File: src/rv_pkg.sv
package rv_pkg;

  parameter int xlen = 32;  // data and address width

  // major opcodes of the supported subset
  localparam logic [6:0] op_r      = 7'b0110011;  // add sub and or xor slt
  localparam logic [6:0] op_i      = 7'b0010011;  // addi andi ori
  localparam logic [6:0] op_load   = 7'b0000011;  // lw
  localparam logic [6:0] op_store  = 7'b0100011;  // sw
  localparam logic [6:0] op_branch = 7'b1100011;  // beq bne
  localparam logic [6:0] op_system = 7'b1110011;  // ecall

  typedef enum logic [3:0] {
    alu_add = 4'd0,
    alu_sub = 4'd1,
    alu_and = 4'd2,
    alu_or  = 4'd3,
    alu_xor = 4'd4,
    alu_slt = 4'd5
  } alu_op_t;

  // instruction formats, msb first
  typedef struct packed {
    logic [6:0] funct7;
    logic [4:0] rs2;
    logic [4:0] rs1;
    logic [2:0] funct3;
    logic [4:0] rd;
    logic [6:0] opcode;
  } r_fmt_t;

  typedef struct packed {
    logic [11:0] imm;
    logic [4:0]  rs1;
    logic [2:0]  funct3;
    logic [4:0]  rd;
    logic [6:0]  opcode;
  } i_fmt_t;

  typedef struct packed {
    logic [6:0] imm_hi;  // imm[11:5]
    logic [4:0] rs2;
    logic [4:0] rs1;
    logic [2:0] funct3;
    logic [4:0] imm_lo;  // imm[4:0]
    logic [6:0] opcode;
  } s_fmt_t;

  typedef struct packed {
    logic       imm_12;
    logic [5:0] imm_10_5;
    logic [4:0] rs2;
    logic [4:0] rs1;
    logic [2:0] funct3;
    logic [3:0] imm_4_1;
    logic       imm_11;
    logic [6:0] opcode;
  } b_fmt_t;

  // one 32-bit word, four views of it
  typedef union packed {
    r_fmt_t r_fmt;
    i_fmt_t i_fmt;
    s_fmt_t s_fmt;
    b_fmt_t b_fmt;
  } inst_t;

  typedef struct packed {
    logic reg_write;
    logic mem_read;
    logic mem_write;
    logic alu_src;    // operand b from imm
    logic is_branch;
    logic branch_ne;  // bne when set, beq otherwise
    logic is_ecall;
  } ctrl_t;

  typedef struct packed {
    logic            valid;
    logic [xlen-1:0] pc;
    inst_t           inst;
  } if_id_t;

  typedef struct packed {
    ctrl_t           ctrl;
    alu_op_t         alu_op;
    logic [xlen-1:0] pc;
    logic [xlen-1:0] rs1_data;
    logic [xlen-1:0] rs2_data;
    logic [xlen-1:0] imm;
    logic [4:0]      rs1;
    logic [4:0]      rs2;
    logic [4:0]      rd;
  } id_ex_t;

  typedef struct packed {
    ctrl_t           ctrl;
    logic [xlen-1:0] alu_out;     // result or memory address
    logic [xlen-1:0] store_data;
    logic [4:0]      rd;
    logic            halt;        // halting ecall
  } ex_mem_t;

  typedef struct packed {
    logic            we;
    logic [4:0]      rd;
    logic [xlen-1:0] data;
  } wb_t;

endpackage

File: src/inst_memory.sv
`timescale 1ns/100ps

module inst_memory #(
  parameter int IMEM_WORDS = 64
) (
  input  logic                          clk,
  input  logic                          load_en,    // program load, while reset held
  input  logic [$clog2(IMEM_WORDS)-1:0] load_addr,  // word index
  input  logic [rv_pkg::xlen-1:0]       load_data,
  input  logic [rv_pkg::xlen-1:0]       addr,       // byte address from fetch
  output rv_pkg::inst_t                 inst
);

  localparam int aw = $clog2(IMEM_WORDS);

  rv_pkg::inst_t mem [IMEM_WORDS];  // no reset, loaded by testbench

  always_ff @(posedge clk) begin
    if (load_en) begin
      mem[load_addr] <= load_data;
    end
  end

  // async read, byte offset dropped, wraps at depth
  assign inst = mem[addr[aw+1:2]];

endmodule

File: config.mk
export PLATFORM = sky130hd
export DESIGN_NAME = inst_memory
export DESIGN_NICKNAME = d
export VERILOG_FILES = /design/src/rv_pkg.sv /design/src/inst_memory.sv
export SDC_FILE = /design/constraint.sdc
export NUM_CORES = 2
export LEC_CHECK = 0
export ABC_AREA = 0
export BUFFER_PORTS_ARGS = -buffer_cell sky130_fd_sc_hd__buf_4
export CELL_PAD_IN_SITES_DETAIL_PLACEMENT = 0
export CELL_PAD_IN_SITES_GLOBAL_PLACEMENT = 1
export CORE_ASPECT_RATIO = 0.9
export CORE_MARGIN = 2
export CORE_UTILIZATION = 45
export CTS_BUF_LIST = sky130_fd_sc_hd__clkbuf_16
export DETAILED_ROUTE_END_ITERATION = 12
export PLACE_DENSITY_LB_ADDON = 0.1
export SLEW_MARGIN = 5
export SYNTH_ARGS = -nofsm -noshare
export SYNTH_HDL_FRONTEND = slang
export SYNTH_SLANG_ARGS = --single-unit
File: constraint.sdc
create_clock -name clk -period 4.2 [get_ports clk]
set_input_delay 0.42 -clock clk [delete_from_list [all_inputs] [get_ports clk]]
set_output_delay 0.42 -clock clk [all_outputs]
set_load 0.02 [all_outputs]
**Word-level counts from Yosys, hierarchy flattened**

Memories as Yosys holds them, arrays and structs flattened.
Cells that the tools add are included.

- Reductions and logical operators: 0
- Shift-type cells: 0
- Equal/unequal tests: 0
- Muxes and demuxes: 2
- Magnitude comparators: 0
- Bitwise gates (word level): 0
- Multipliers: 0
- Divide/modulo/power cells: 0
- $add $sub $neg: 0

Operator list:

| operator | number |
|---|---|
| 1-bit two-way mux | 2 |

- Bits in read-only memories: 0
- Memories: 1
- Bits in writable memories: 2048
- Logic and storage cells: 3
- Flip-flop bits (word level): 0
- Bits in latches: 0
- Output and inout port bits: 32

Memories:

| name | words | bits a word | read ports | clocked after Yosys merged registers in | write ports | RTL line | source |
|---|---|---|---|---|---|---|---|
| mem | 64 | 32 | 1 | 0 | 1 | inst_memory.sv:16 | `rv_pkg::inst_t mem [IMEM_WORDS];` |

**Logic depth before layout (Yosys ltp)**

- Depth in word-level cells: 2
- Depth in mapped cells: 10
- Mapped depth without buffers: 5

**Least setup slack after synthesis**

No wires, ideal clock.

- Path type: input port to flip-flop
- From: input port load_addr[3]
- To: memory mem[48][0] (netlist bit), enable pin
- Data arrival time: 3.119 ns
- Setup slack: 0.620 ns
- Required time: 3.739 ns
- Stages: 4
- Cell sequence: clkbuf_1 nor2b_1 nand4b_1 nor3_1

RTL lines:

| element | RTL line | source |
|---|---|---|
| start, declared | inst_memory.sv:8 | `input logic [$clog2(IMEM_WORDS)-1:0] load_addr,` |
| end, declared | inst_memory.sv:16 |  |

No word-level cell before the write port.

==> results.json <==
{
  "synthTopCellsByArea": "edfxtp_1, mux4_2, mux2i_1, o22ai_1, nor2_1",
  "drtPass1Iterations": 5,
  "largest_reg_flops": 2048,
  "synth_largest_area_cell": "edfxtp_1",
  "min_period_ns": 3.84,
  "leakage_nw": 27.8,
  "die_x_um": 443,
  "start_util_pct": 45.4,
  "antenna_left": 0,
  "synth_top_area_share_pct": 79.0,
  "synth_nets": 3364,
  "maxCapViolCount": 0,
  "worstPathArrival_ns": 3.42,
  "tns_ns": 0,
  "critPathLaunchType": "input port",
  "fin_nets": 3649,
  "placed_area_um2": 82700,
  "hold_class": "in -> reg",
  "clockRootBuffer": "clkbuf_16",
  "first_global_vias": 37395,
  "gr-usage-all-layers_pct": 23.7,
  "clock_sinks": 2048,
  "port_buffers": 77,
  "yosys_warnings": 0,
  "dp_slack_ns": 0.546,
  "hpwl_mm": 115,
  "syn_area_um2": 77900,
  "ys.flop_type": "edfxtp_1",
  "die-area_um2": 176000,
  "netlist_instances": 3292,
  "clkTransAtPathRegs_ns": 0.06,
  "drv_slew": 0,
  "hold_buffers": 0,
  "pin_count": 104,
  "rows": 144,
  "die_y_um": 399,
  "slew_headroom_pct": 27.1,
  "required_ns": 3.78,
  "overflow": 0,
  "regMostFlops": "mem",
  "finalHoldViolCount": 0,
  "p_per_area_nw_per_um2": 472,
  "worst_pin_slew_ns": 1.09,
  "vias_per_cell": 6.10,
  "fillerInstances": 13254,
  "grt_max_degree": 71,
  "setup_slack_ns": 0.356,
  "vias": 36705,
  "clock_path_buffers": 3,
  "routabilityCongestion": 0.790,
  "cts_tree": "built",
  "wirelength_mm": 209,
  "first_iter_violations": 4123,
  "postSynthAreaPerCell_um2": 23.7,
  "ir_worst_vdd_v": 0.000428,
  "synth_seq_cells": 2048,
  "areaGrowthSynthToFinish_pct": 14.1,
  "status": "finished, final reports clean",
  "final_layout_size_suffix_gt1_share_pct": 30.7,
  "design_area_um2": 88900,
  "rsz0062_at_grt": "false",
  "critPathKind": "in -> out",
  "cts_max_level": 4,
  "antenna_found_initial": 15,
  "cts_resized": 0,
  "synth-async-reset-ratio_pct": 0,
  "cts_buffers": 203,
  "wire_per_inst_um": 34.7,
  "cts_setup_buffers": 0,
  "crit_fanout": 59,
  "synth.distinct_cells": 33,
  "synth-edff-count": 2048,
  "setup-violations-final": 0,
  "max_freq_mhz": 260,
  "drc_errors": 0,
  "grt_pass1_wl_mm": 289,
  "largestRegisters": "mem (2048)",
  "yosysSeqAreaShare_pct": 79.0,
  "critPathCaptureType": "output port",
  "post-route-period-util_pct": 91.5,
  "core_um2": 172000
}
critical path, stage by stage:
cell and delay [ns]:
buf_8 0.23, buf_12 0.41, mux4_2 0.57, o22ai_1 0.21, nor2_1 0.14, a21oi_1 0.88, nor2_1 0.18, buf_4 0.23
synthesized netlist by cell type, types with 5 or more instances:
| library cell | n |
|---|---|
| edfxtp_1 | 2048 |
| mux4_2 | 544 |
| nor2_1 | 137 |
| mux2i_1 | 93 |
| o22ai_1 | 84 |
| clkbuf_1 | 74 |
| a21oi_1 | 62 |
| buf_2 | 57 |
| o221ai_1 | 27 |
| nand2_1 | 26 |
| buf_4 | 25 |
| buf_1 | 21 |
| nor2b_1 | 15 |
| a22oi_1 | 12 |
| a311oi_1 | 8 |
| nand2b_1 | 8 |
| nor3_1 | 7 |
| buf_6 | 5 |
| nand3_1 | 5 |
| nand3b_1 | 5 |
placed cells by master, fill, tap and decap left out, types with 3 or more instances in the layout:
cell	netlist	routed
nor2b_1	15	15
nand2_1	26	26
o221ai_1	27	27
mux2i_1	93	93
clkinv_1	0	44
buf_12	0	30
nand3_1	5	5
or3_1	3	3
clkbuf_16	0	208
and3_1	4	4
inv_6	0	7
edfxtp_1	2048	2048
a41o_1	4	4
nor2_4	0	62
a311oi_1	8	8
a22oi_1	12	12
or3b_2	3	3
buf_8	0	3
nand2b_1	8	7
clkinvlp_4	0	6
mux4_2	544	544
nand3b_1	5	5
nor2_1	137	75
a21oi_1	62	62
bufinv_16	0	9
diode_2	0	8
clkinv_2	0	42
o32ai_1	4	4
inv_1	0	52
o22ai_1	84	84
buf_4	25	228
nor3_1	7	5
power breakdown:
group / total (mW) / switching, mW / internal (mW)
Combinational: 2.35 / 1.50 / 0.854
Sequential: 22.7 / 0.0293 / 22.6
Clock: 16.9 / 7.44 / 9.45
metal layers:
layer | up-vias | part of all wire [%] | global-route usage [%]
li1 | 14777 | - | -
met1 | 20231 | 41 | 32.6
met2 | 1396 | 50 | 39.7
met3 | 295 | 7.2 | 4.60
met4 | 6 | 2.1 | 5.42
met5 | - | 0.018 | 0
stage by stage:
stage	total power, mW	util, %	hold slack, ns	cells
after detailed placement	25.5	48.2	1.03	5635
after CTS	42.3	51.8	0.117	6005
after global placement	25.4	48.2	0.991	5635
after global routing	43.2	51.8	0.153	6006
final	41.9	51.8	0.163	6013
after floorplan	24.3	-	0.519	3292
cells by family after synthesis:
group | Yosys count | synth area share, %
AOI/OAI and AO/OA | 202 | 1.69
buffers and inverters | 182 | 1.14
DFF | 2048 | 79.0
muxes | 637 | 16.9
and+or+nand+nor | 223 | 1.28
final timing paths:
check	start	to	slack [ns]	cells after the start
worst max-delay path	addr[2]	inst[7]	0.36	8
worst min-delay path	load_data[18]	mem[13][18]	0.16	1
area by class of cell:
| cell class | instances | area, µm² | share of cell area [%] |
|---|---|---|---|
| clock buffer | 208 | 5200 | 5.86 |
| antenna | 8 | 20.0 | 0.0225 |
| tap | 2263 | 2830 | 3.19 |
| sequential | 2048 | 61500 | 69.2 |
| multi-input combinational | 1062 | 16000 | 18.0 |
| timing repair buffer | 262 | 2370 | 2.67 |
| clock inverter | 162 | 972 | 1.09 |
Note: power is estimated with default switching activity, not from simulation.
