===== src/rv_pkg.sv =====
package rv_pkg;

  parameter int xlen = 32;  // data and address width

  // major opcodes of the supported subset
  localparam logic [6:0] op_r      = 7'b0110011;  // add sub and or xor slt
  localparam logic [6:0] op_i      = 7'b0010011;  // addi andi ori
  localparam logic [6:0] op_load   = 7'b0000011;  // lw
  localparam logic [6:0] op_store  = 7'b0100011;  // sw
  localparam logic [6:0] op_branch = 7'b1100011;  // beq bne
  localparam logic [6:0] op_system = 7'b1110011;  // ecall

  typedef enum logic [3:0] {
    alu_add = 4'd0,
    alu_sub = 4'd1,
    alu_and = 4'd2,
    alu_or  = 4'd3,
    alu_xor = 4'd4,
    alu_slt = 4'd5
  } alu_op_t;

  // instruction formats, msb first
  typedef struct packed {
    logic [6:0] funct7;
    logic [4:0] rs2;
    logic [4:0] rs1;
    logic [2:0] funct3;
    logic [4:0] rd;
    logic [6:0] opcode;
  } r_fmt_t;

  typedef struct packed {
    logic [11:0] imm;
    logic [4:0]  rs1;
    logic [2:0]  funct3;
    logic [4:0]  rd;
    logic [6:0]  opcode;
  } i_fmt_t;

  typedef struct packed {
    logic [6:0] imm_hi;  // imm[11:5]
    logic [4:0] rs2;
    logic [4:0] rs1;
    logic [2:0] funct3;
    logic [4:0] imm_lo;  // imm[4:0]
    logic [6:0] opcode;
  } s_fmt_t;

  typedef struct packed {
    logic       imm_12;
    logic [5:0] imm_10_5;
    logic [4:0] rs2;
    logic [4:0] rs1;
    logic [2:0] funct3;
    logic [3:0] imm_4_1;
    logic       imm_11;
    logic [6:0] opcode;
  } b_fmt_t;

  // one 32-bit word, four views of it
  typedef union packed {
    r_fmt_t r_fmt;
    i_fmt_t i_fmt;
    s_fmt_t s_fmt;
    b_fmt_t b_fmt;
  } inst_t;

  typedef struct packed {
    logic reg_write;
    logic mem_read;
    logic mem_write;
    logic alu_src;    // operand b from imm
    logic is_branch;
    logic branch_ne;  // bne when set, beq otherwise
    logic is_ecall;
  } ctrl_t;

  typedef struct packed {
    logic            valid;
    logic [xlen-1:0] pc;
    inst_t           inst;
  } if_id_t;

  typedef struct packed {
    ctrl_t           ctrl;
    alu_op_t         alu_op;
    logic [xlen-1:0] pc;
    logic [xlen-1:0] rs1_data;
    logic [xlen-1:0] rs2_data;
    logic [xlen-1:0] imm;
    logic [4:0]      rs1;
    logic [4:0]      rs2;
    logic [4:0]      rd;
  } id_ex_t;

  typedef struct packed {
    ctrl_t           ctrl;
    logic [xlen-1:0] alu_out;     // result or memory address
    logic [xlen-1:0] store_data;
    logic [4:0]      rd;
    logic            halt;        // halting ecall
  } ex_mem_t;

  typedef struct packed {
    logic            we;
    logic [4:0]      rd;
    logic [xlen-1:0] data;
  } wb_t;

endpackage


===== src/result_stage.sv =====
`timescale 1ns/100ps

module result_stage #(
  parameter int DMEM_WORDS = 64
) (
  input  logic            clk,
  input  logic            reset,
  input  rv_pkg::ex_mem_t ex_mem,
  output rv_pkg::wb_t     wb,
  output logic            halted   // sticky until reset
);

  localparam int aw = $clog2(DMEM_WORDS);

  typedef struct packed {
    logic                    reg_write;
    logic                    mem_read;   // picks load data at writeback
    logic                    halt;
    logic [4:0]              rd;
    logic [rv_pkg::xlen-1:0] alu_out;
    logic [rv_pkg::xlen-1:0] load_data;
  } mem_wb_t;

  logic [rv_pkg::xlen-1:0] dmem [DMEM_WORDS];
  logic [aw-1:0]           dm_idx;     // word index, wraps at depth
  logic [rv_pkg::xlen-1:0] load_data;
  mem_wb_t                 mem_wb;
  logic                    halted_q;

  assign dm_idx    = ex_mem.alu_out[aw+1:2];
  assign load_data = dmem[dm_idx];   // async read

  always_ff @(posedge clk) begin
    if (reset) begin
      for (int i = 0; i < DMEM_WORDS; i++) begin
        dmem[i] <= '0;
      end
    end else if (ex_mem.ctrl.mem_write) begin
      dmem[dm_idx] <= ex_mem.store_data;
    end
  end

  always_ff @(posedge clk) begin
    mem_wb.rd        <= ex_mem.rd;
    mem_wb.alu_out   <= ex_mem.alu_out;
    mem_wb.load_data <= load_data;
    if (reset) begin
      mem_wb.reg_write <= 1'b0;
      mem_wb.mem_read  <= 1'b0;
      mem_wb.halt      <= 1'b0;
      halted_q         <= 1'b0;
    end else begin
      mem_wb.reg_write <= ex_mem.ctrl.reg_write;
      mem_wb.mem_read  <= ex_mem.ctrl.mem_read;
      mem_wb.halt      <= ex_mem.halt;
      halted_q         <= halted_q | mem_wb.halt;  // hold once seen
    end
  end

  // writeback select
  assign wb.we   = mem_wb.reg_write;
  assign wb.rd   = mem_wb.rd;
  assign wb.data = mem_wb.mem_read ? mem_wb.load_data : mem_wb.alu_out;

  // high from the edge the ecall enters writeback
  assign halted = halted_q | mem_wb.halt;

endmodule


===== config.mk =====
export PLATFORM = sky130hd
export DESIGN_NAME = result_stage
export DESIGN_NICKNAME = d
export VERILOG_FILES = /design/src/rv_pkg.sv /design/src/result_stage.sv
export SDC_FILE = /design/constraint.sdc
export NUM_CORES = 2
export LEC_CHECK = 0
export BUFFER_PORTS_ARGS = -buffer_cell sky130_fd_sc_hd__buf_4
export CAP_MARGIN = 20
export CORE_MARGIN = 2
export CORE_UTILIZATION = 42
export DETAILED_ROUTE_END_ITERATION = 12
export MAX_ROUTING_LAYER = met4
export SETUP_SLACK_MARGIN = 0.2
export SYNTH_ARGS = -nofsm -noshare
export SYNTH_HDL_FRONTEND = slang
export SYNTH_SLANG_ARGS = --single-unit

===== constraint.sdc =====
create_clock -name clk -period 2.95 [get_ports clk]
set_input_delay 0 -clock clk [delete_from_list [all_inputs] [get_ports clk]]
set_output_delay 0 -clock clk [all_outputs]
set_load 0.02 [all_outputs]

# Word-level counts from Yosys, hierarchy flattened
# Memories as Yosys holds them, arrays and structs flattened. A register that Yosys moved wholly into a read port is not among the register bits.
# Cells that the tools add are included.
dict set report classes {
  n_mux 9
  bitwise 1
  reduce_logical 1
}
# op count
set op_table {}
lappend op_table {{32-bit two-way mux} 2}
lappend op_table {{32-bit OR reduction} 1}
lappend op_table {{1-bit two-way mux} 6}
lappend op_table {{6-bit two-way mux} 1}
lappend op_table {{1-bit OR} 1}
dict set report totals {
  elab_cells 18
  output_inout_bits 39
  reg_bits 41
  ramBits 2048
  n_memories 1
}
# name depth width read_ports rd_ports_with_merged_regs write_ports line
set mem_list {}
lappend mem_list {dmem 64 32 1 1 64 result_stage.sv:24} ;# logic [rv_pkg::xlen-1:0] dmem [DMEM_WORDS];

# Logic depth before layout (Yosys ltp)
dict set report depth {
  ltp_word 5
  mapped_depth 10
}

# Worst setup path before layout
# Ideal clock, no wire load.
dict set report synth_timing {
  kind {input port to flip-flop}
  start {input port ex_mem[45] (netlist name)}
  end {memory dmem[16][0] (netlist name) (enable)}
  stages 5
  slack_ps 821
  required_ps 2575
  arrival_time_ps 1755
  setup_time_ps 375
  cell_sequence {clkbuf_1 > nor3b_1 > nand2_1 > nor3_1 > or2_2}
}
# element line
set synth_rtl {}
lappend synth_rtl {{from (decl)} result_stage.sv:8} ;# input rv_pkg::ex_mem_t ex_mem,
lappend synth_rtl {{to (decl)} result_stage.sv:24}

==> out/qor.csv <==
stage,metric,value,unit
worst_setup_path,criticalPathCategory,primary input to register,
place,place_area,102000,µm²
sta,finalCritPeriodShare,0.946,
sta,worstMarginPinSlew,1.11,ns
sta,finalSetupViolCount,0,
power_and_ir_drop,total_power,68.5,mW
power_and_ir_drop,p_sw_frac,0.241,
sta,slew_viol_final,0,
synthesis,synthDistinctLibCells,60,
sta,final_hold_viol_count,0,
worst_setup_path,worstPathArrival,3.56,ns
cells_and_area,seq_area,63000,µm²
clock_network,htreeDepth,4,
cells_and_area,multi_input_area,30000,µm²
min_path,whs_path_depth,5,
worst_setup_path,crit_top_cell,buf_12,
synthesis,synthesis.nets,7138,
cells_and_area,layout.nets,7244,
synthesis,ys_seq_elements,2121,
place,dp_hpwl,180000,µm
cells_and_area,finish.utilization,0.485,
detailed_routing,drt-initial-drc-count,7768,
floorplan,initial_core_util,0.422,
worst_setup_path,crit_slowest_cell,dlygate4sd3_1,
worst_setup_path,crit_start,ex_mem[40],
global_routing,grt_usage,0.267,
worst_setup_path,path_buf_inv,5,
worst_setup_path,cp-end-kind,register,
worst_setup_path,critPathTopFamily,buffers and inverters,
clock_network,insertion_delay,0.90,ns
floorplan,core,227000,µm²
worst_setup_path,crit_chain,dlygate4sd3_1 -> buf_12 -> buf_12 -> nor2b_4 -> buf_12 -> a22oi_1 -> nand3_1 -> nand4_1 -> buf_4 -> or4_1,
min_path,hold_end,mem_wb[4],
synthesis,syn_area_per_cell,13.6,µm²
min_path,min_from,ex_mem[41],
detailed_routing,first_pass_iters,6,
worst_setup_path,crit_fanout,47,
clock_network,cts_buffer_depth,3,
cells_and_area,synthToLayoutAreaGrowth,15.0,%
power_and_ir_drop,pwr-share-comb,0.082,
worst_setup_path,reg2reg_from,dmem[50][15],
power_and_ir_drop,power.switching,16.5,mW
cells_and_area,drive_above_1_share,0.169,
floorplan,dieArea,232000,µm²
power_and_ir_drop,ir_drop,691,µV
cells_and_area,final_common_cell,and2_1,
synthesis,synthCells,7059,
worst_setup_path,critPathLaunchType,primary input,
synthesis,syn_area,95900,µm²
synthesis,synth-edff-count,2048,
sta,relSlewSlack,0.242,
power_and_ir_drop,p_clk_frac,0.406,
floorplan,dieWidth,482,µm
clock_network,cts_root_buffer,clkbuf_16,
detailed_routing,drc,0,
sta,fmax,358,MHz
job,cap_violations,0,
clock_network,numClockSinks,2121,
place,portBuffers,113,
power_and_ir_drop,internal_power,52.0,mW
outcome,outcome,finished clean,
detailed_routing,wl_per_cell,29.2,µm
cells_and_area,design_area,110000,µm²
synthesis,synth_ff_type,edfxtp_1,
worst_setup_path,r2r-end,mem_wb[15],
detailed_routing,vias_per_cell,5.82,
clock_network,numCtsBuffers,222,
detailed_routing,ant_nets,0,
sta,rsz0062_at_grt,false,
synthesis,async_reset_ff_frac,0,
global_routing,grt_pass1_wl,433000,µm
power_and_ir_drop,seqPwrFrac,0.513,
synthesis,yosys_warnings,0,
place,routabilityCongestion,0.899,
worst_setup_path,r2r_slack,0.19,ns
global_routing,grt_antenna_before_repair,21,
global_routing,grt_pass1_vias,59169,
worst_setup_path,critPathMaxStageDelay,0.59,ns
cells_and_area,fillCellCount,19574,
cells_and_area,mostFrequentLayoutCells,"and2_1, edfxtp_1, buf_4",
synthesis,synth_seq_area_share,0.657,
floorplan,die_y,482,µm
clock_network,clkTransAtPathRegs,0.06,ns
sta,fin_worst_skew,0.0359,ns
detailed_routing,num_vias,60479,
clock_network,cts_tree,done,
floorplan,num_rows,175,
sta,period_needed,2.79,ns
power_and_ir_drop,leakage,39.0,nW
sta,whs,0.0865,ns
min_path,worstHoldPathType,primary input to register,
detailed_routing,routed_wl,304000,µm
power_and_ir_drop,powerDensity,621,nW/µm²
worst_setup_path,rr_worst_depth,6,
global_routing,grt_max_degree,95,
worst_setup_path,crit_required,3.72,ns
floorplan,ios,118,
global_routing,grt-ovfl-total,0,
sta,fin_tns_setup,0,ns
cell usage after synthesis (all sizes together) (31+ instances only):
master,number,area share
a21oi,112,0.0058
a221oi,187,0.017
a222oi,38,0.0040
a22o,49,0.0045
a22oi,111,0.0087
a31oi,63,0.0041
a32oi,32,0.0029
and2,2069,0.13
buf,219,0.011
clkbuf,552,0.022
dfxtp,73,0.015
edfxtp,2048,0.64
mux2,118,0.014
mux2i,294,0.031
mux4,72,0.017
nand2,115,0.0045
nand2b,47,0.0031
nand3,72,0.0038
nand4,31,0.0020
nor2,84,0.0033
nor3b,31,0.0025
o21ai,76,0.0040
o22ai,105,0.0069
o2bb2ai,37,0.0034
or2,66,0.0043
or3b,31,0.0028
logic make-up (layout without fill, tap and decap cells):
group / Yosys count / after routing / share of synthesized area
flip-flops: 2121 / 2121 / 0.657
AO/OA/AOI/OAI: 1014 / 1014 / 0.0790
other: 0 / 23 / 0
buffers and inverters: 776 / 1075 / 0.0332
multiplexers: 484 / 484 / 0.0615
AND/OR/NAND/NOR: 2664 / 2664 / 0.170
area by class of cell:
class | instances | area share
multi-input combinational | 4162 | 0.272
clock buffer | 285 | 0.0544
sequential | 2121 | 0.571
clock inverter | 132 | 0.0106
timing repair buffer | 653 | 0.0566
inverter | 5 | 0.000250
tap | 3009 | 0.0341
antenna | 23 | 0.000522
flip-flops by register name, summed over array words and instances, names as in the netlist:
signal / count
wb: 6
halted_q: 1
mem_wb: 66
dmem: 2048
worst max path at each step:
stage,endpoint,slack (ns),depth (start not counted)
finish,mem_wb[15],0.16,10
global route,mem_wb[15],0.23,6
CTS,mem_wb[15],0.23,10
detailed placement,mem_wb[15],-0.27,10
global placement,mem_wb[15],-0.31,10
floorplan,dmem[16][0],0.82,5
power by group through the flow:
stage,clock (mW),sequential [mW],combinational (mW)
after CTS,28.1,35.1,5.54
after floorplan,0,35.5,2.87
final,27.8,35.1,5.59
after detailed placement,0,35.7,5.40
after global placement,0,35.7,5.34
after global routing,29.2,35.2,5.82
worst min-delay path, delay by kind of cell:
family          cells  cell delay [ns]
compound gates      3             0.64
simple gates        1             0.11
buf+inv             1             0.18
metal layers:
metal  wire, µm  global-route usage  part of all wire  vias to the layer above
met2     141000               0.405              0.46                     2802
met3      25900              0.0435             0.085                      525
met4      13900               0.113             0.046                        0
met5          0                   -                 0                        -
met1     123000               0.356              0.41                    30937
li1           -                   -                 -                    26215
timing repair:
action | 4_1_cts | 5_1_grt
setup endpoints to repair | 1 | 2
endpoints found under the hold margin | 2249 | 0
gates resized for setup | 2 | 2
buffers inserted | 0 | 0
hold buffers | 114 | 0
cloned | 0 | 0
pin swaps | 1 | 0
metrics by stage:
| step | setup slack [ns] | instances |
|---|---|---|
| 4_1_cts | 0.228 | 10366 |
| 3_5_place_dp | -0.268 | 9835 |
| 6_report | 0.159 | 10390 |
| 3_3_place_gp | -0.306 | 9834 |
| 2_1_floorplan | 0.821 | 7059 |
| 5_1_grt | 0.233 | 10386 |
(Power assumes the default switching activity.)
