--- src/rv_pkg.sv ---
package rv_pkg;

  parameter int xlen = 32;  // data and address width

  // major opcodes of the supported subset
  localparam logic [6:0] op_r      = 7'b0110011;  // add sub and or xor slt
  localparam logic [6:0] op_i      = 7'b0010011;  // addi andi ori
  localparam logic [6:0] op_load   = 7'b0000011;  // lw
  localparam logic [6:0] op_store  = 7'b0100011;  // sw
  localparam logic [6:0] op_branch = 7'b1100011;  // beq bne
  localparam logic [6:0] op_system = 7'b1110011;  // ecall

  typedef enum logic [3:0] {
    alu_add = 4'd0,
    alu_sub = 4'd1,
    alu_and = 4'd2,
    alu_or  = 4'd3,
    alu_xor = 4'd4,
    alu_slt = 4'd5
  } alu_op_t;

  // instruction formats, msb first
  typedef struct packed {
    logic [6:0] funct7;
    logic [4:0] rs2;
    logic [4:0] rs1;
    logic [2:0] funct3;
    logic [4:0] rd;
    logic [6:0] opcode;
  } r_fmt_t;

  typedef struct packed {
    logic [11:0] imm;
    logic [4:0]  rs1;
    logic [2:0]  funct3;
    logic [4:0]  rd;
    logic [6:0]  opcode;
  } i_fmt_t;

  typedef struct packed {
    logic [6:0] imm_hi;  // imm[11:5]
    logic [4:0] rs2;
    logic [4:0] rs1;
    logic [2:0] funct3;
    logic [4:0] imm_lo;  // imm[4:0]
    logic [6:0] opcode;
  } s_fmt_t;

  typedef struct packed {
    logic       imm_12;
    logic [5:0] imm_10_5;
    logic [4:0] rs2;
    logic [4:0] rs1;
    logic [2:0] funct3;
    logic [3:0] imm_4_1;
    logic       imm_11;
    logic [6:0] opcode;
  } b_fmt_t;

  // one 32-bit word, four views of it
  typedef union packed {
    r_fmt_t r_fmt;
    i_fmt_t i_fmt;
    s_fmt_t s_fmt;
    b_fmt_t b_fmt;
  } inst_t;

  typedef struct packed {
    logic reg_write;
    logic mem_read;
    logic mem_write;
    logic alu_src;    // operand b from imm
    logic is_branch;
    logic branch_ne;  // bne when set, beq otherwise
    logic is_ecall;
  } ctrl_t;

  typedef struct packed {
    logic            valid;
    logic [xlen-1:0] pc;
    inst_t           inst;
  } if_id_t;

  typedef struct packed {
    ctrl_t           ctrl;
    alu_op_t         alu_op;
    logic [xlen-1:0] pc;
    logic [xlen-1:0] rs1_data;
    logic [xlen-1:0] rs2_data;
    logic [xlen-1:0] imm;
    logic [4:0]      rs1;
    logic [4:0]      rs2;
    logic [4:0]      rd;
  } id_ex_t;

  typedef struct packed {
    ctrl_t           ctrl;
    logic [xlen-1:0] alu_out;     // result or memory address
    logic [xlen-1:0] store_data;
    logic [4:0]      rd;
    logic            halt;        // halting ecall
  } ex_mem_t;

  typedef struct packed {
    logic            we;
    logic [4:0]      rd;
    logic [xlen-1:0] data;
  } wb_t;

endpackage

--- src/execute_stage.sv ---
`timescale 1ns/100ps

module execute_stage (
  input  logic                    clk,
  input  logic                    reset,
  input  rv_pkg::id_ex_t          id_ex,
  input  rv_pkg::wb_t             wb,           // older result, second forward source
  output rv_pkg::ex_mem_t         ex_mem,
  output logic                    redirect,
  output logic [rv_pkg::xlen-1:0] redirect_pc
);

  logic [rv_pkg::xlen-1:0] op_a;      // forwarded rs1
  logic [rv_pkg::xlen-1:0] rs2_fwd;   // forwarded rs2, also store data
  logic [rv_pkg::xlen-1:0] op_b;
  logic [rv_pkg::xlen-1:0] alu_out;
  logic                    taken;
  logic                    halt;

  // newest match wins; a load never sits in ex_mem with a dependent here
  always_comb begin
    if (id_ex.rs1 != 5'd0 && ex_mem.ctrl.reg_write && ex_mem.rd == id_ex.rs1) begin
      op_a = ex_mem.alu_out;
    end else if (id_ex.rs1 != 5'd0 && wb.we && wb.rd == id_ex.rs1) begin
      op_a = wb.data;
    end else begin
      op_a = id_ex.rs1_data;
    end
    if (id_ex.rs2 != 5'd0 && ex_mem.ctrl.reg_write && ex_mem.rd == id_ex.rs2) begin
      rs2_fwd = ex_mem.alu_out;
    end else if (id_ex.rs2 != 5'd0 && wb.we && wb.rd == id_ex.rs2) begin
      rs2_fwd = wb.data;
    end else begin
      rs2_fwd = id_ex.rs2_data;
    end
  end

  assign op_b = id_ex.ctrl.alu_src ? id_ex.imm : rs2_fwd;

  always_comb begin
    case (id_ex.alu_op)
      rv_pkg::alu_add: alu_out = op_a + op_b;
      rv_pkg::alu_sub: alu_out = op_a - op_b;
      rv_pkg::alu_and: alu_out = op_a & op_b;
      rv_pkg::alu_or:  alu_out = op_a | op_b;
      rv_pkg::alu_xor: alu_out = op_a ^ op_b;
      rv_pkg::alu_slt: alu_out = {31'd0, $signed(op_a) < $signed(op_b)};
      default:         alu_out = op_a + op_b;
    endcase
  end

  // beq on equal, bne on not equal
  assign taken       = id_ex.ctrl.is_branch && ((op_a == rs2_fwd) ^ id_ex.ctrl.branch_ne);
  assign redirect    = taken;
  assign redirect_pc = id_ex.pc + id_ex.imm;

  assign halt = id_ex.ctrl.is_ecall && op_a == 32'd10;  // x17 == 10

  always_ff @(posedge clk) begin
    ex_mem.alu_out    <= alu_out;
    ex_mem.store_data <= rs2_fwd;
    ex_mem.rd         <= id_ex.rd;
    if (reset) begin
      ex_mem.ctrl <= '0;
      ex_mem.halt <= 1'b0;
    end else begin
      ex_mem.ctrl <= id_ex.ctrl;
      ex_mem.halt <= halt;
    end
  end

endmodule

--- config.mk ---
export PLATFORM = sky130hd
export DESIGN_NAME = execute_stage
export DESIGN_NICKNAME = d
export VERILOG_FILES = /design/src/rv_pkg.sv /design/src/execute_stage.sv
export SDC_FILE = /design/constraint.sdc
export NUM_CORES = 1
export LEC_CHECK = 0
export BUFFER_PORTS_ARGS = -buffer_cell sky130_fd_sc_hd__buf_2
export CORE_UTILIZATION = 59
export CTS_BUF_LIST = sky130_fd_sc_hd__clkbuf_4 sky130_fd_sc_hd__clkbuf_8
export CTS_CLUSTER_DIAMETER = 30
export CTS_CLUSTER_SIZE = 25
export DETAILED_ROUTE_END_ITERATION = 10
export PLACE_DENSITY = 0.94
export SLEW_MARGIN = 20
export SYNTH_ARGS = -nofsm -noshare
export SYNTH_HDL_FRONTEND = slang
export SYNTH_SLANG_ARGS = --single-unit
export TNS_END_PERCENT = 1
--- constraint.sdc ---
create_clock -name clk -period 8.4 [get_ports clk]
set_input_delay 1.26 -clock clk [delete_from_list [all_inputs] [get_ports clk]]
set_output_delay 1.26 -clock clk [all_outputs]
set_load 0.005 [all_outputs]
; ---- Word-level counts from Yosys, hierarchy flattened
; Index checks and enable logic that the tools add are counted.
[classes]
n_addsub = 3
order_cmp = 1
n_eq_ne = 11
n_mux = 6
bitwise = 4
n_reduce_logical = 12
[ops]
columns = cell, count
row1 = $mux 32, 5
row2 = $pmux 32 s5, 1
row3 = $add 32x32->32, 2
row4 = $and 32x32->32, 1
row5 = $eq 32x32->1, 1
row6 = $eq 32x4->1 const B, 1
row7 = $lt 32x32->1, 1
row8 = $or 32x32->32, 1
row9 = $sub 32x32->32, 1
row10 = $xor 32x32->32, 1
row11 = $eq 5x5->1, 4
row12 = $logic_and 1x1->1, 10
row13 = $reduce_bool 5->1, 2
row14 = $eq 4x2->1 const B, 2
row15 = $eq 4x3->1 const B, 2
row16 = $eq 4x1->1 const B, 1
row17 = $xor 1x1->1, 1
[totals]
register_bits = 77
inputBits = 194
output_inout_bits = 110

; ---- Longest topological paths before layout
[logic_depth]
depth_word = 8
ltp_mapped = 21
depth_no_buf = 20

; ---- Worst setup path before layout
; OpenSTA, ideal clock, no wires.
[synth_path]
path_kind = input-to-reg
start = input port id_ex[6] (netlist bit)
end = register ex_mem[68] (netlist bit)
arrival_ps = 5221
required_time_ps = 8308
path_slack_ps = 3087
path_stages = 21
n_path_buf = 1
cell_sequence = or4_1 -> nor2_2 -> nor4_4 -> buf_6 -> mux2i_1 -> o21ai_1 -> mux2_2 -> ha_1 -> inv_1 -> fa_1 -> nor2b_1 -> o21ai_0 -> nand3_1 -> a311oi_1 -> o211ai_1 -> a31oi_1 -> o31ai_2 -> nor4_1 -> or3_1 -> o311ai_1 -> o32ai_1
[synth_between]
elab_chain_cells = 8
word_cells_on_any_way = 16
classes_between = 2 x add/sub / 2 x eq/ne / 4 x mux / 3 x bitwise / 5 x reduce/logical
[synth_rtl]
columns = element, line
row1 = "start, declared", execute_stage.sv:6  ; input rv_pkg::id_ex_t id_ex,
row2 = $reduce_bool 5->1, "execute_stage.sv:29, execute_stage.sv:31"
row3 = $logic_and 1x1->1 (2 in a row), execute_stage.sv:31  ; end else if (id_ex.rs2 != 5'd0 && wb.we && wb.rd == id_ex.rs2) begin
row4 = $mux 32, execute_stage.sv:31
row5 = $mux 32 (*), execute_stage.sv:29  ; if (id_ex.rs2 != 5'd0 && ex_mem.ctrl.reg_write && ex_mem.rd == id_ex.rs2) begin
row6 = named net rs2_fwd (one bit), execute_stage.sv:14  ; logic [rv_pkg::xlen-1:0] rs2_fwd;
row7 = $mux 32 (*), execute_stage.sv:38  ; assign op_b = id_ex.ctrl.alu_src ? id_ex.imm : rs2_fwd;
row8 = $add 32x32->32 / $sub 32x32->32 (equally long branches), "execute_stage.sv:42, execute_stage.sv:48, execute_stage.sv:43"
row9 = $pmux 32 s5 (*), execute_stage.sv:41  ; case (id_ex.alu_op)
row10 = named net alu_out (one bit), execute_stage.sv:16  ; logic [rv_pkg::xlen-1:0] alu_out;
row11 = "end, declared", execute_stage.sv:8  ; output rv_pkg::ex_mem_t ex_mem,
; Mark *: on every way through the listed nets, which the timed path passes. The rest lies on a longest branch.
; A chain may end at the register's enable or synchronous reset.

; ---- Worst setup path in the final report
; Same ends and word-level chain as after synthesis.

==> metrics.txt <==
Max Transition Viols Final 0; Post-Syn Instances 1354; first-pass GRT wire length 62.15 mm; final cell count without fillers 1839; cell count after placement 1822; number of hold buffers added after cts 0; number of core rows 48; initial cell density of the core 0.6053; critical path buffer and inverter count 3; registers with the most flip-flops ex_mem x77; WHS 558.0 ps; setup violation total in the final timing report 0; Worst Reg-to-Reg Cells 20; antenna violations before repair 0; sw frac 0.4652; Synth Net Count 1678; ranking of synthesized cells by area sky130_fd_sc_hd__ha_1, sky130_fd_sc_hd__dfxtp_1, sky130_fd_sc_hd__mux2i_1; clk_lat worst skew 410 ps; post-CTS setup buffers 0; Achievable Freq approximately 160 MHz; required time worst endpoint 8720 ps; number of enable-type register cells in the synthesized netlist 0; Critical Path Source Type input port; internal power component 0.8963 mW; path class of the lowest-slack min-delay path flop to flop; total CTS buffers 9; worst-path maximum fanout 32; share of the synthesized netlist area taken by xor and xnor gates 0.06836; Simple-Gate Fraction of Synth Area 0.1590; router iterations before antenna repair 7; arithmetic-cell share of the synthesized area counting full adders, half adders and majority gates 0.1570; Iter 0 DRT Violations 1587; weighted congestion reported at the end of routability-driven placement 1.079; area of placed instances 0.01208 mm2; port buffer count 303; Setup Slack @ Placement approximately 1900 ps; Synth Register Bits 77; TritonCTS clock tree done; Tot GR Track Use 0.4450; count of yosys warnings during synthesis 0; Logic pwr share 0.547; startpoint of the worst-slack reg-to-reg timing path ex_mem[4]$_DFF_P_; cell type with the highest aggregate area in the netlist sky130_fd_sc_hd__ha_1; Worst Tran Pin Value about 1200 ps; Hold Startpoint ex_mem[49]$_DFF_P_; startpoint of the worst setup timing path id_ex[6]; antenna viol nets, final 0; netlist area before placement about 0.011 mm2; via count of the first global-routing pass 11341; H-tree levels 3; fin crit period ~6200 ps; fraction of the cycle the final worst path needs 0.7424; Routed WL per cell approximately 23 um; relative contribution of the clock network to total power 0.171; CTS Buffer Depth 2; Vias per Instance 6.606; max-slew headroom at the worst pin 0.2046; Net Switching 0.7796 mW; asr flop ratio synth 0; hold path depth 2; critical-path cell list buf_2 > or4_1 > nor2_2 > nor4_4 > buf_4 > mux2i_1 > o21ai_1 > mux2_2 > ha_1 > inv_1 > fa_1 > nor2b_1 > o21ai_0 > nand3_1 > a311oi_1 > o211ai_1 > a31oi_1 > o31ai_2 > nor4_1 > or3_1 > o311ai_1 > o32ai_1; largest stage delay on the critical path ~550 ps; fraction of final layout cells with drive strength greater than 1 0.2523; cell at the root of the clock tree sky130_fd_sc_hd__clkbuf_8; kind of cell adding the most delay to the critical path compound AO/OA/AOI/OAI gates; layout overhead on the synthesized area 16.74%; result of the run finished, final reports clean; count of instances resized after the clock tree is built 0; area share of the leading cell type in the synthesized netlist 0.1512; most common cell after layout, fill and taps aside sky130_fd_sc_hd__buf_2; Most flops, register ex_mem; Chip Height around 140 um; final setup slack of the worst path 2163 ps; dominant register cell in the synthesized netlist sky130_fd_sc_hd__dfxtp_1; GR Overflow Total 0; horizontal extent of the die about 140 um; most frequent cells in the layout sky130_fd_sc_hd__buf_2, sky130_fd_sc_hd__ha_1, sky130_fd_sc_hd__inv_1; maximum number of pins on one net before global-route repair 69; Crit Path Class input port to flop; Final Cell Area around 0.012 mm2; I/O pin cnt 304; DRT Wirelength 42.07 mm; Worst path slowest cell sky130_fd_sc_hd__or4_1; die footprint 0.01835 mm2; setup repair after global routing missed its margin false; number of vias after detailed routing 12149; number of clock sinks 77; Mean Syn Cell Area 7.759 um2; Distinct cells, synth 83; mux cell area share after synthesis 0.1003; final setup skew approximately 21 ps; fraction of power consumed by sequential logic 0.282; Compound-Gate Fraction of Synth Area 0.2971; flip-flop count of the largest register after layout 77; half-perimeter wire length after detailed placement 33.06 mm; Sum Neg Setup Slack 0 ps; Max IR drop VDD 0.00008354 V; Total Power 1.676 mW; max-cap check violation count 0; DRC errors left 0; Core ar. 0.01736 mm2; post-layout net count 1932; Hold Vio Cnt, Final 0; post-synthesis sequential area ratio 0.1467; Power per Cell Area 136.6 mW/mm2; register clock-pin slew on the reported worst setup and hold paths ~100 ps; number of filler cells placed in the layout 1439; final design utilization 0.7067; main combinational cell family by area after synthesis compound AO/OA/AOI/OAI gates; Leak Pwr between 5 and 6 nW; stages on the worst setup path 22; arrival time of data at the critical path endpoint roughly 6600 ps; nature of the critical path endpoint flop
## metal layers
layer / wire length [um] / up-vias / global-route usage
met5: 0 / - / 0
met3: 5646 / 183 / 0.1306
met2: 18400 / 904 / 0.6883
met1: 15460 / 5613 / 0.5459
li1: - / 5449 / -
met4: 2565 / 0 / 0.2615
## worst min-delay path, cell delays in order (launching register included)
cell	delay, ps
sky130_fd_sc_hd__dfxtp_1	330
sky130_fd_sc_hd__nand2_1	60
sky130_fd_sc_hd__o21ai_1	100
## area by class of cell
type | count | area [um2] | share of cell area
repair buffers | 316 | 1614 | 0.1316
flip-flops and latches | 77 | 1541 | 0.1257
multi-input cells | 1094 | 8232 | 0.6711
diodes | 1 | 2.502 | 0.0002040
clock inverters | 7 | 57.56 | 0.004692
clock buffers | 9 | 123.9 | 0.01010
inverters | 110 | 412.9 | 0.03366
well taps | 225 | 281.5 | 0.02295
## cell usage after synthesis, types with 4 or more instances
master and count:
sky130_fd_sc_hd__dfxtp_1 77, sky130_fd_sc_hd__nor2_1 82, sky130_fd_sc_hd__o21ai_2 4, sky130_fd_sc_hd__o21bai_1 15
sky130_fd_sc_hd__nand2_1 101, sky130_fd_sc_hd__a21oi_4 4, sky130_fd_sc_hd__o22ai_1 9, sky130_fd_sc_hd__or3_1 6
sky130_fd_sc_hd__o311ai_0 4, sky130_fd_sc_hd__a22o_1 11, sky130_fd_sc_hd__o21ai_0 78, sky130_fd_sc_hd__buf_6 5
sky130_fd_sc_hd__xnor2_1 43, sky130_fd_sc_hd__a211o_1 7, sky130_fd_sc_hd__a21o_1 20, sky130_fd_sc_hd__a221o_1 30
sky130_fd_sc_hd__or2_2 5, sky130_fd_sc_hd__o31ai_1 8, sky130_fd_sc_hd__ha_1 127, sky130_fd_sc_hd__xor2_1 39
sky130_fd_sc_hd__o21ai_1 45, sky130_fd_sc_hd__mux2_2 34, sky130_fd_sc_hd__o221ai_1 13, sky130_fd_sc_hd__a31oi_1 16
sky130_fd_sc_hd__and2_1 8, sky130_fd_sc_hd__o21a_1 21, sky130_fd_sc_hd__and3_1 5, sky130_fd_sc_hd__nor3_1 20
sky130_fd_sc_hd__a221oi_1 15, sky130_fd_sc_hd__nand3_1 15, sky130_fd_sc_hd__nor2b_1 22, sky130_fd_sc_hd__mux2i_1 67
sky130_fd_sc_hd__nand4_1 12, sky130_fd_sc_hd__a211oi_1 8, sky130_fd_sc_hd__a21oi_1 92, sky130_fd_sc_hd__buf_2 16
sky130_fd_sc_hd__inv_1 109, sky130_fd_sc_hd__a22oi_1 4, sky130_fd_sc_hd__nand2b_1 14, sky130_fd_sc_hd__o211ai_1 8
sky130_fd_sc_hd__clkbuf_1 47, sky130_fd_sc_hd__nor4_1 20
## power groups by stage
stage / Combinational [mW] / Clock, mW / Sequential, mW
2_1_floorplan: 0.563 / 0 / 0.459
3_3_place_gp: 0.863 / 0 / 0.475
3_5_place_dp: 0.877 / 0 / 0.475
4_1_cts: 0.884 / 0.285 / 0.467
5_1_grt: 0.976 / 0.300 / 0.474
6_report: 0.917 / 0.287 / 0.472
## logic make-up (layout without fill, tap and decap cells)
family,count (synthesis),after routing
other,0,1
AND/OR/NAND/NOR,332,332
multiplexers,101,101
flip-flops,77,77
AO/OA/AOI/OAI,449,449
buffers and inverters,183,442
XOR/XNOR,82,82
adder cells (fa/ha/maj),130,130
## path summary, 6_finish.rpt
kind / end / slack (ps)
worst max-delay path: ex_mem[68]$_DFF_P_ / 2160
worst min register to register: ex_mem[17]$_DFF_P_ / 560
worst min-delay path: ex_mem[17]$_DFF_P_ / 560
worst max register to register: ex_mem[68]$_DFF_P_ / 2500
(Power assumes the default switching activity.)
