**config.mk**
```make
export PLATFORM = sky130hd
export DESIGN_NAME = fetch_stage
export DESIGN_NICKNAME = d
export VERILOG_FILES = /design/src/rv_pkg.sv /design/src/fetch_stage.sv
export SDC_FILE = /design/constraint.sdc
export NUM_CORES = 1
export LEC_CHECK = 0
export ABC_AREA = 1
export BUFFER_PORTS_ARGS = -buffer_cell sky130_fd_sc_hd__buf_2
export CAP_MARGIN = 20
export CORE_MARGIN = 2
export CORE_UTILIZATION = 30
export CTS_CLUSTER_SIZE = 24
export DETAILED_ROUTE_END_ITERATION = 10
export RECOVER_POWER = 100
export SYNTH_ARGS = -nofsm -noshare
export SYNTH_HDL_FRONTEND = slang
export SYNTH_SLANG_ARGS = --single-unit
```
**constraint.sdc**
```tcl
create_clock -name clk -period 3.1 [get_ports clk]
set_input_delay 0.155 -clock clk [delete_from_list [all_inputs] [get_ports clk]]
set_output_delay 0.155 -clock clk [all_outputs]
set_load 0.02 [all_outputs]
```
**src/rv_pkg.sv**
```systemverilog
package rv_pkg;

  parameter int xlen = 32;  // data and address width

  // major opcodes of the supported subset
  localparam logic [6:0] op_r      = 7'b0110011;  // add sub and or xor slt
  localparam logic [6:0] op_i      = 7'b0010011;  // addi andi ori
  localparam logic [6:0] op_load   = 7'b0000011;  // lw
  localparam logic [6:0] op_store  = 7'b0100011;  // sw
  localparam logic [6:0] op_branch = 7'b1100011;  // beq bne
  localparam logic [6:0] op_system = 7'b1110011;  // ecall

  typedef enum logic [3:0] {
    alu_add = 4'd0,
    alu_sub = 4'd1,
    alu_and = 4'd2,
    alu_or  = 4'd3,
    alu_xor = 4'd4,
    alu_slt = 4'd5
  } alu_op_t;

  // instruction formats, msb first
  typedef struct packed {
    logic [6:0] funct7;
    logic [4:0] rs2;
    logic [4:0] rs1;
    logic [2:0] funct3;
    logic [4:0] rd;
    logic [6:0] opcode;
  } r_fmt_t;

  typedef struct packed {
    logic [11:0] imm;
    logic [4:0]  rs1;
    logic [2:0]  funct3;
    logic [4:0]  rd;
    logic [6:0]  opcode;
  } i_fmt_t;

  typedef struct packed {
    logic [6:0] imm_hi;  // imm[11:5]
    logic [4:0] rs2;
    logic [4:0] rs1;
    logic [2:0] funct3;
    logic [4:0] imm_lo;  // imm[4:0]
    logic [6:0] opcode;
  } s_fmt_t;

  typedef struct packed {
    logic       imm_12;
    logic [5:0] imm_10_5;
    logic [4:0] rs2;
    logic [4:0] rs1;
    logic [2:0] funct3;
    logic [3:0] imm_4_1;
    logic       imm_11;
    logic [6:0] opcode;
  } b_fmt_t;

  // one 32-bit word, four views of it
  typedef union packed {
    r_fmt_t r_fmt;
    i_fmt_t i_fmt;
    s_fmt_t s_fmt;
    b_fmt_t b_fmt;
  } inst_t;

  typedef struct packed {
    logic reg_write;
    logic mem_read;
    logic mem_write;
    logic alu_src;    // operand b from imm
    logic is_branch;
    logic branch_ne;  // bne when set, beq otherwise
    logic is_ecall;
  } ctrl_t;

  typedef struct packed {
    logic            valid;
    logic [xlen-1:0] pc;
    inst_t           inst;
  } if_id_t;

  typedef struct packed {
    ctrl_t           ctrl;
    alu_op_t         alu_op;
    logic [xlen-1:0] pc;
    logic [xlen-1:0] rs1_data;
    logic [xlen-1:0] rs2_data;
    logic [xlen-1:0] imm;
    logic [4:0]      rs1;
    logic [4:0]      rs2;
    logic [4:0]      rd;
  } id_ex_t;

  typedef struct packed {
    ctrl_t           ctrl;
    logic [xlen-1:0] alu_out;     // result or memory address
    logic [xlen-1:0] store_data;
    logic [4:0]      rd;
    logic            halt;        // halting ecall
  } ex_mem_t;

  typedef struct packed {
    logic            we;
    logic [4:0]      rd;
    logic [xlen-1:0] data;
  } wb_t;

endpackage

```
**src/fetch_stage.sv**
```systemverilog
`timescale 1ns/100ps

module fetch_stage (
  input  logic                    clk,
  input  logic                    reset,
  input  logic                    stall,        // load-use hold
  input  logic                    redirect,     // taken branch in execute
  input  logic [rv_pkg::xlen-1:0] redirect_pc,
  input  rv_pkg::inst_t           inst,         // word at pc
  output logic [rv_pkg::xlen-1:0] pc,
  output rv_pkg::if_id_t          if_id
);

  always_ff @(posedge clk) begin
    // payload, held on stall
    if (!stall) begin
      if_id.pc   <= pc;
      if_id.inst <= inst;
    end
    if (reset) begin
      pc          <= '0;    // first fetch at 0
      if_id.valid <= 1'b0;
    end else if (redirect) begin
      // redirect beats stall
      pc          <= redirect_pc;
      if_id.valid <= 1'b0;  // squash the word fetched behind the branch
    end else if (!stall) begin
      pc          <= pc + 4;
      if_id.valid <= 1'b1;
    end
  end

endmodule

```
-- After elaboration in Yosys (flattened, before gate mapping)
Cells that the tools add are included.
- $add $sub $neg: 1
- eq/ne operators: 1
- mux-type cells: 2
- reductions and logical operators: 1
- operators with widths (kind ; number):
    32-bit 2-to-1 mux ; 2
    32-bit by 3-bit adder with 32-bit output, second input constant ; 1
    2-bit by 1-bit inequality test with 1-bit output, second input constant ; 1
    2-bit OR reduction ; 1
- register bits after elaboration: 97
- input bits: 68
- output and inout bits: 97
- word-level logic and storage cells: 9

-- Longest topological paths before layout
Gate-level depths: netlist of run 1.
- depth in word-level cells: 3
- depth in mapped cells: 10
- gate-level depth less buffers: 10

-- Least setup slack after synthesis of run 1
OpenSTA, ideal clock, no wires.
- path kind: in2reg
- start point: input port stall
- end point: register pc[30] (netlist name)
- setup time: 0.109 ns
- arrival: 2.044 ns
- data required time: 2.991 ns
- setup slack: 0.947 ns
- stages on the path: 8
- buffers on the path: 0
- cell sequence: inv_1 -> nand3_1 -> nor2_1 -> nand2_1 -> nand2_1 -> nand3_1 -> nand2_1 -> inv_1
- cells in the longest elaborated chain, start to end: 1
- ends and longest elaborated chain (what ; RTL line ; text):
    from (decl) ; fetch_stage.sv:6 ; input logic stall,
    2-bit by 1-bit inequality test with 1-bit output (no line) ; -- ;
    to (signal assigned) ; fetch_stage.sv:25 ; pc <= redirect_pc;
    to (signal assigned) ; fetch_stage.sv:28 ; pc <= pc + 4;
    to (decl) ; fetch_stage.sv:10 ; output logic [rv_pkg::xlen-1:0] pc,
Every way passes these cells.
A chain may end at the register's enable or synchronous reset.

-- Worst setup path in the final report of run 1
- start point: input port stall
- end point: register pc[4] (netlist name)
The elaborated chain is that of the path after synthesis.

==> qor.yml, run 1 <==
slew_violations: 0
yosysTopAreaCell: "edfxtp_1"
m1WireLength_mm: 5.42
synth_area_leaders: "edfxtp_1 (46%), dfxtp_1 (16%), nand2_1 (9.3%)"
layout_commonest_cell: "nand2_1"
reg2regPathDepth: 8
gp_congestion: 0.810
dr.pass1.iters: 4
power_density_nw_per_um2: 530
htreeDepth: 3
syn-cell-area_sq_um: 4170
clockBufferDepth: 2
grt_max_degree: 29
clock_skew_ns: 0.00887
grt_pass1_vias: 3538
viasPerCell: 4.50
cp_max_fo: 23
p_leak_uw: 0.00218
globalRoute.totalOverflow: 0
wl_met2_mm: 5.68
vias: 3697
ios: 165
period_share: 0.717
yosysWarningCount: 0
drive_gt1_frac: 0.157
antenna_found_initial: 0
start_util: 0.304
cap_violations: 0
fmaxAchievable_ghz: 0.450
wire_per_inst_um: 14.5
root_buffer: "clkbuf_16"
worstSkewPairLatency_ns: 0.34
min_to: "pc[1]$_SDFFE_PP0P_"
top_layer_used: "met4"
ys_seq_area_frac: 0.620
cts_setup_buffers: 0
ir_drop_mv: 0.248
end_kind: "flip-flop"
crit_path_start_kind: "input pin"
die_area_sq_um: 14800
hold_path_startpoint: "redirect_pc[1]"
status: "finished, final reports clean"
fin_tns_setup_ns: 0
crit_arrival_ns: 2.50
layout_common_cells: "nand2_1 (103), clkbuf_1 (102), edfxtp_1 (64), buf_2 (64), inv_1 (56)"
place.port_buffers: 164
nets: 706
die_y_um: 122
synthToLayoutAreaGrowth_pct: 35.6
reg2reg_from: "pc[2]$_SDFFE_PP0N_"
grt_pass1_wl_mm: 17.9
crit_type: "input pin to flip-flop"
syn_avg_cell_area_sq_um: 9.53
syn_inst: 437
drt_iter0_markers: 175
cts_tree: "yes"
n_antenna_cell: 0
fillers: 1448
hp-class: "input pin to flip-flop"
hold_depth: 3
rsz0062_at_grt: "false"
tightest_slew_ns: 1.44
row_count: 43
whs_ns: 0.0338
hold_viol: 0
ys_ff_latch: 97
wirelength_mm: 12.0
met3_length_um: 711
cts_num_sinks: 97
synth_nets: 506
drc: 0
grt.total_usage: 0.159
relSlewSlack: 0.0369
crit_required_ns: 3.37
detailed_place_hpwl_mm: 8.49
core_area_sq_um: 13700
setup_viol: 0
final.min_clock_period_ns: 2.22
netlist.area_leader.share: 0.461
clk_pin_slew_ns: 0.07
reg2reg_slack_ns: 1.00
r2r-end: "pc[24]$_SDFFE_PP0N_"
cts_buffers: 9
ant_nets: 0
ys_types: 26
die-width_um: 122
area by class of cell:
| type | count | area (sq um) | area share |
|---|---|---|---|
| inverter | 57 | 214 | 0.0379 |
| timing repair buffer | 199 | 1030 | 0.182 |
| multi-input combinational | 273 | 1310 | 0.232 |
| clock inverter | 5 | 36.3 | 0.00642 |
| sequential | 97 | 2580 | 0.457 |
| clock buffer | 11 | 253 | 0.0447 |
| tap | 180 | 225 | 0.0399 |
where the power goes:
part           switching (uW)  leakage, uW  internal [uW]
sequential               62.1     0.000914           1470
combinational             249      0.00112            123
clock                     493     0.000146            593
total                     803      0.00218           2190
cells in the mapped netlist:
library cell  number
a21oi_1           23
a31oi_1            5
and2_1             2
buf_2              2
buf_4              1
clkbuf_1           7
dfxtp_1           33
edfxtp_1          64
ha_1               1
inv_1             56
inv_2              1
nand2_1          103
nand2_2            8
nand2_4            2
nand3_1           36
nand3b_1           3
nand4_1            2
nor2_1            36
nor2_2             3
nor2_4             9
nor3_1             1
o211ai_1           1
o21ai_0           30
o21ai_1            2
xnor2_1            4
xor2_1             2
metal layers:
metal | track usage | vias to the layer above
li1 | - | 1839
met1 | 0.198 | 1722
met2 | 0.274 | 126
met3 | 0.0346 | 10
met4 | 0.0524 | 0
met5 | 0 | -
worst max path at each step:
| stage | slack, ns | start | to |
|---|---|---|---|
| floorplan | 0.95 | stall | pc[30]$_SDFFE_PP0N_ |
| global placement | 1.33 | redirect | pc[2]$_SDFFE_PP0N_ |
| detailed placement | 1.27 | redirect | pc[2]$_SDFFE_PP0N_ |
| CTS | 1.40 | pc[2]$_SDFFE_PP0N_ | pc[24]$_SDFFE_PP0N_ |
| global route | 0.64 | stall | pc[5]$_SDFFE_PP0N_ |
| finish | 0.88 | stall | pc[4]$_SDFFE_PP0N_ |
stage by stage:
| step | setup slack [ns] | total power (uW) | util | cell area (sq um) | std cells |
|---|---|---|---|---|---|
| final | 0.878 | 2990 | 0.412 | 5650 | 822 |
| after global routing | 0.635 | 3120 | 0.412 | 5650 | 822 |
| after CTS | 1.40 | 3050 | 0.423 | 5800 | 822 |
| after detailed placement | 1.27 | 1930 | 0.378 | 5190 | 774 |
| after global placement | 1.33 | 1920 | 0.378 | 5190 | 774 |
| after floorplan | 0.947 | 1760 | - | 4170 | 437 |
registers in the layout, summed over array words and instances (netlist names):
register  cells
if_id        65
pc           32
kinds of logic (layout without fill, tap and decap cells):
logic type      count (synthesis)  in the layout  synth area share
compound gates                 61             61            0.0754
xor+xnor                        6              6            0.0126
fa+ha+maj                       1              1           0.00300
buf+inv                        67            272            0.0619
flops                          97             97             0.620
simple gates                  205            205             0.227
what timing repair did:
action / 4_1_cts / 5_1_grt
gates resized for setup: 0 / 0
hold buffers: 32 / 0
endpoints found under the hold margin: 32 / 0
worst max-delay path, stage by stage:
cell and delay [ns]:
clkbuf_1 0.15, inv_1 0.74, clkbuf_1 0.94, nand2_1 0.15
xor2_1 0.20, a21oi_1 0.12
No activity file was read; power rests on OpenSTA's default activity.
==> inputs of run 2 (changes only) <==
- clock period: 3.1 -> 1.9 ns (I/O delays scaled with it)
==> run 2 against run 1 <==
Flip-flop and latch count unchanged. Setup slack got worse by 0.61 ns. Combinational power rose by 67%. Clock skew shrank 0.0027 ns. Via count hardly changed. Utilization rose by 0.58 points. Count of clock-buffer cells in the layout down 2. Worst hold slack worse by 0.0013 ns. Global-route usage is 0.055 points lower.
==> qor.yml, run 2 (synthesized netlist as in run 1, its figures left out) <==
r2r-end: "pc[23]$_SDFFE_PP0N_"
n_antenna_cell: 0  # unchanged
drive_gt1_frac: 0.158  # +0.000897
reg2reg_from: "pc[2]$_SDFFE_PP0N_"
fillers: 1439  # -0.62%
final_cells: 831  # +1.1%
fmaxAchievable_ghz: 0.614
grt_pass1_vias: 3712  # +4.9%
largest_register_ffs: 65  # unchanged
p_sw_frac: 0.255  # -0.0130
p_leak_uw: 0.00221  # +1.7%
dr.pass1.iters: 4  # unchanged
placed_cells: 781  # +0.90%
hp-class: "input pin to flip-flop"
whs_ns: 0.0326  # -0.00128 ns
gp_congestion: 0.835  # +3.1%
grt.total_usage: 0.159  # -0.000545
core_area_sq_um: 13700  # unchanged
die_y_um: 122  # unchanged
pwr-share-comb: 0.122  # -0.002
slew_violations: 0  # unchanged
cts_tree: "yes"
cp_max_fo: 6  # -74%
top_regs: "if_id x65, pc x32"
period_share: 0.857
htreeDepth: 3  # unchanged
relSlewSlack: 0.204  # +0.167
vias: 3696  # -0.027%
end_kind: "flip-flop"
reg2reg_slack_ns: 0.27  # -0.73 ns
crit_required_ns: 2.12  # -1.25 ns
root_buffer: "clkbuf_16"
drc: 0  # unchanged
place.port_buffers: 164  # unchanged
power_frac_seq: 0.494  # -0.019
die_area_sq_um: 14800  # unchanged
worstSkewPairLatency_ns: 0.34  # about the same
drt_iter0_markers: 176  # +0.57%
ios: 165  # unchanged
clk_pin_slew_ns: 0.07  # about the same
globalRoute.totalOverflow: 0  # unchanged
crit_arrival_ns: 1.85  # -0.65 ns
fin_tns_setup_ns: 0  # unchanged
hold_path_startpoint: "redirect_pc[8]"
start_util: 0.304  # unchanged
layout_common_cells: "nand2_1 (105), clkbuf_1 (103), buf_2 (65), edfxtp_1 (64), inv_1 (56)"
grt_max_degree: 51  # +76%
cts-resized-gates: 0  # unchanged
hold_depth: 3  # unchanged
antenna_found_initial: 0  # unchanged
utilization: 0.418  # +0.00584
clockBufferDepth: 2  # unchanged
rsz0062_at_grt: "false"
cap_violations: 0  # unchanged
nets: 715  # +1.3%
internal-power_uw: 3770  # +72%
row_count: 43  # unchanged
status: "finished, final reports clean"
cts_num_sinks: 97  # unchanged
setup_viol: 0  # unchanged
reg2regPathDepth: 7  # -1
viasPerCell: 4.45  # -1.1%
wirelength_mm: 11.9  # about the same
crit_type: "flip-flop to flip-flop"
ant_nets: 0  # unchanged
cts_buffers: 9  # unchanged
power_density_nw_per_um2: 883  # +67%
final.min_clock_period_ns: 1.63
grt_pass1_wl_mm: 18.1  # +0.89%
crit_path_start_kind: "flip-flop"
layout_commonest_cell: "nand2_1"
ir_drop_mv: 0.381  # +54%
power_frac_clock: 0.384  # +0.021
wire_per_inst_um: 14.4  # -1.2%
hold_viol: 0  # unchanged
p_sw_uw: 1290  # +61%
detailed_place_hpwl_mm: 8.73  # +2.7%
min_to: "pc[8]$_SDFFE_PP0N_"
synthToLayoutAreaGrowth_pct: 37.5
clock_skew_ns: 0.00613  # -0.00274 ns
top_register: "if_id"
die-width_um: 122  # unchanged
tightest_slew_ns: 1.19  # -0.250 ns
==> run 2: cell count changes in the layout (fill, tap and decap cells not counted), moves of 2 or more <==
cell and change:
o21ai_0 -2, nand2_1 +2, clkbuf_2 +2, bufinv_16 +2, clkbuf_8 -2, dlygate4sd3_1 +2, nand2_2 -2, o21ai_1 +2
buf_4 +3
==> run 2: what timing repair did <==
action,in CTS,in global routing
setup buffers,0,0
endpoints found under the hold margin,34,0
hold buffers,34,0
==> run 2: worst max path at each step <==
stage,startpoint,endpoint,slack [ns],depth (start not counted)
floorplan,stall,pc[30]$_SDFFE_PP0N_,0.30,7
global placement,pc[2]$_SDFFE_PP0N_,pc[30]$_SDFFE_PP0N_,0.40,10
detailed placement,pc[2]$_SDFFE_PP0N_,pc[30]$_SDFFE_PP0N_,0.33,10
CTS,pc[2]$_SDFFE_PP0N_,pc[30]$_SDFFE_PP0N_,0.32,10
global route,pc[2]$_SDFFE_PP0N_,pc[24]$_SDFFE_PP0N_,0.09,9
finish,pc[2]$_SDFFE_PP0N_,pc[23]$_SDFFE_PP0N_,0.27,7
==> run 2: area by class of cell <==
cell class	count	area (sq um)	area share
sequential	97	2580	0.451
multi-input combinational	273	1300	0.226
timing repair buffer	208	1090	0.191
inverter	57	215	0.0376
clock buffer	9	225	0.0393
tap	180	225	0.0393
clock inverter	7	93.8	0.0164
==> run 2: worst max-delay path: stages, from the launching register on <==
cell and delay (ns):
dfxtp_1 0.43, nand2_2 0.07, nor2_1 0.32, nand2_1 0.23, nor2_4 0.21, nand3_1 0.10
nand3_1 0.09, a21oi_1 0.06
==> run 2: power by group through the flow <==
stage | Sequential (uW) | Clock (uW) | Combinational, uW
finish | 2500 | 1940 | 620
floorplan | 2710 | 0 | 159
CTS | 2490 | 2000 | 676
detailed placement | 2540 | 0 | 620
global placement | 2540 | 0 | 615
global route | 2520 | 2100 | 679
==> run 2: through the flow <==
| step | area [sq um] | total power, uW | setup slack, ns |
|---|---|---|---|
| finish | 5730 | 5060 | 0.272 |
| global placement | 5260 | 3150 | 0.401 |
| CTS | 5920 | 5170 | 0.318 |
| global route | 5730 | 5290 | 0.0904 |
| floorplan | 4170 | 2870 | 0.302 |
| detailed placement | 5260 | 3160 | 0.329 |
==> run 2: routing by layer <==
| layer | share of wire | track usage | vias up | wire [um] |
|---|---|---|---|---|
| li1 | - | - | 1858 | - |
| met4 | 0.026 | 0.0690 | 0 | 309 |
| met3 | 0.058 | 0.0262 | 22 | 695 |
| met2 | 0.47 | 0.274 | 135 | 5640 |
| met5 | 0 | 0 | - | 0 |
| met1 | 0.44 | 0.195 | 1681 | 5300 |
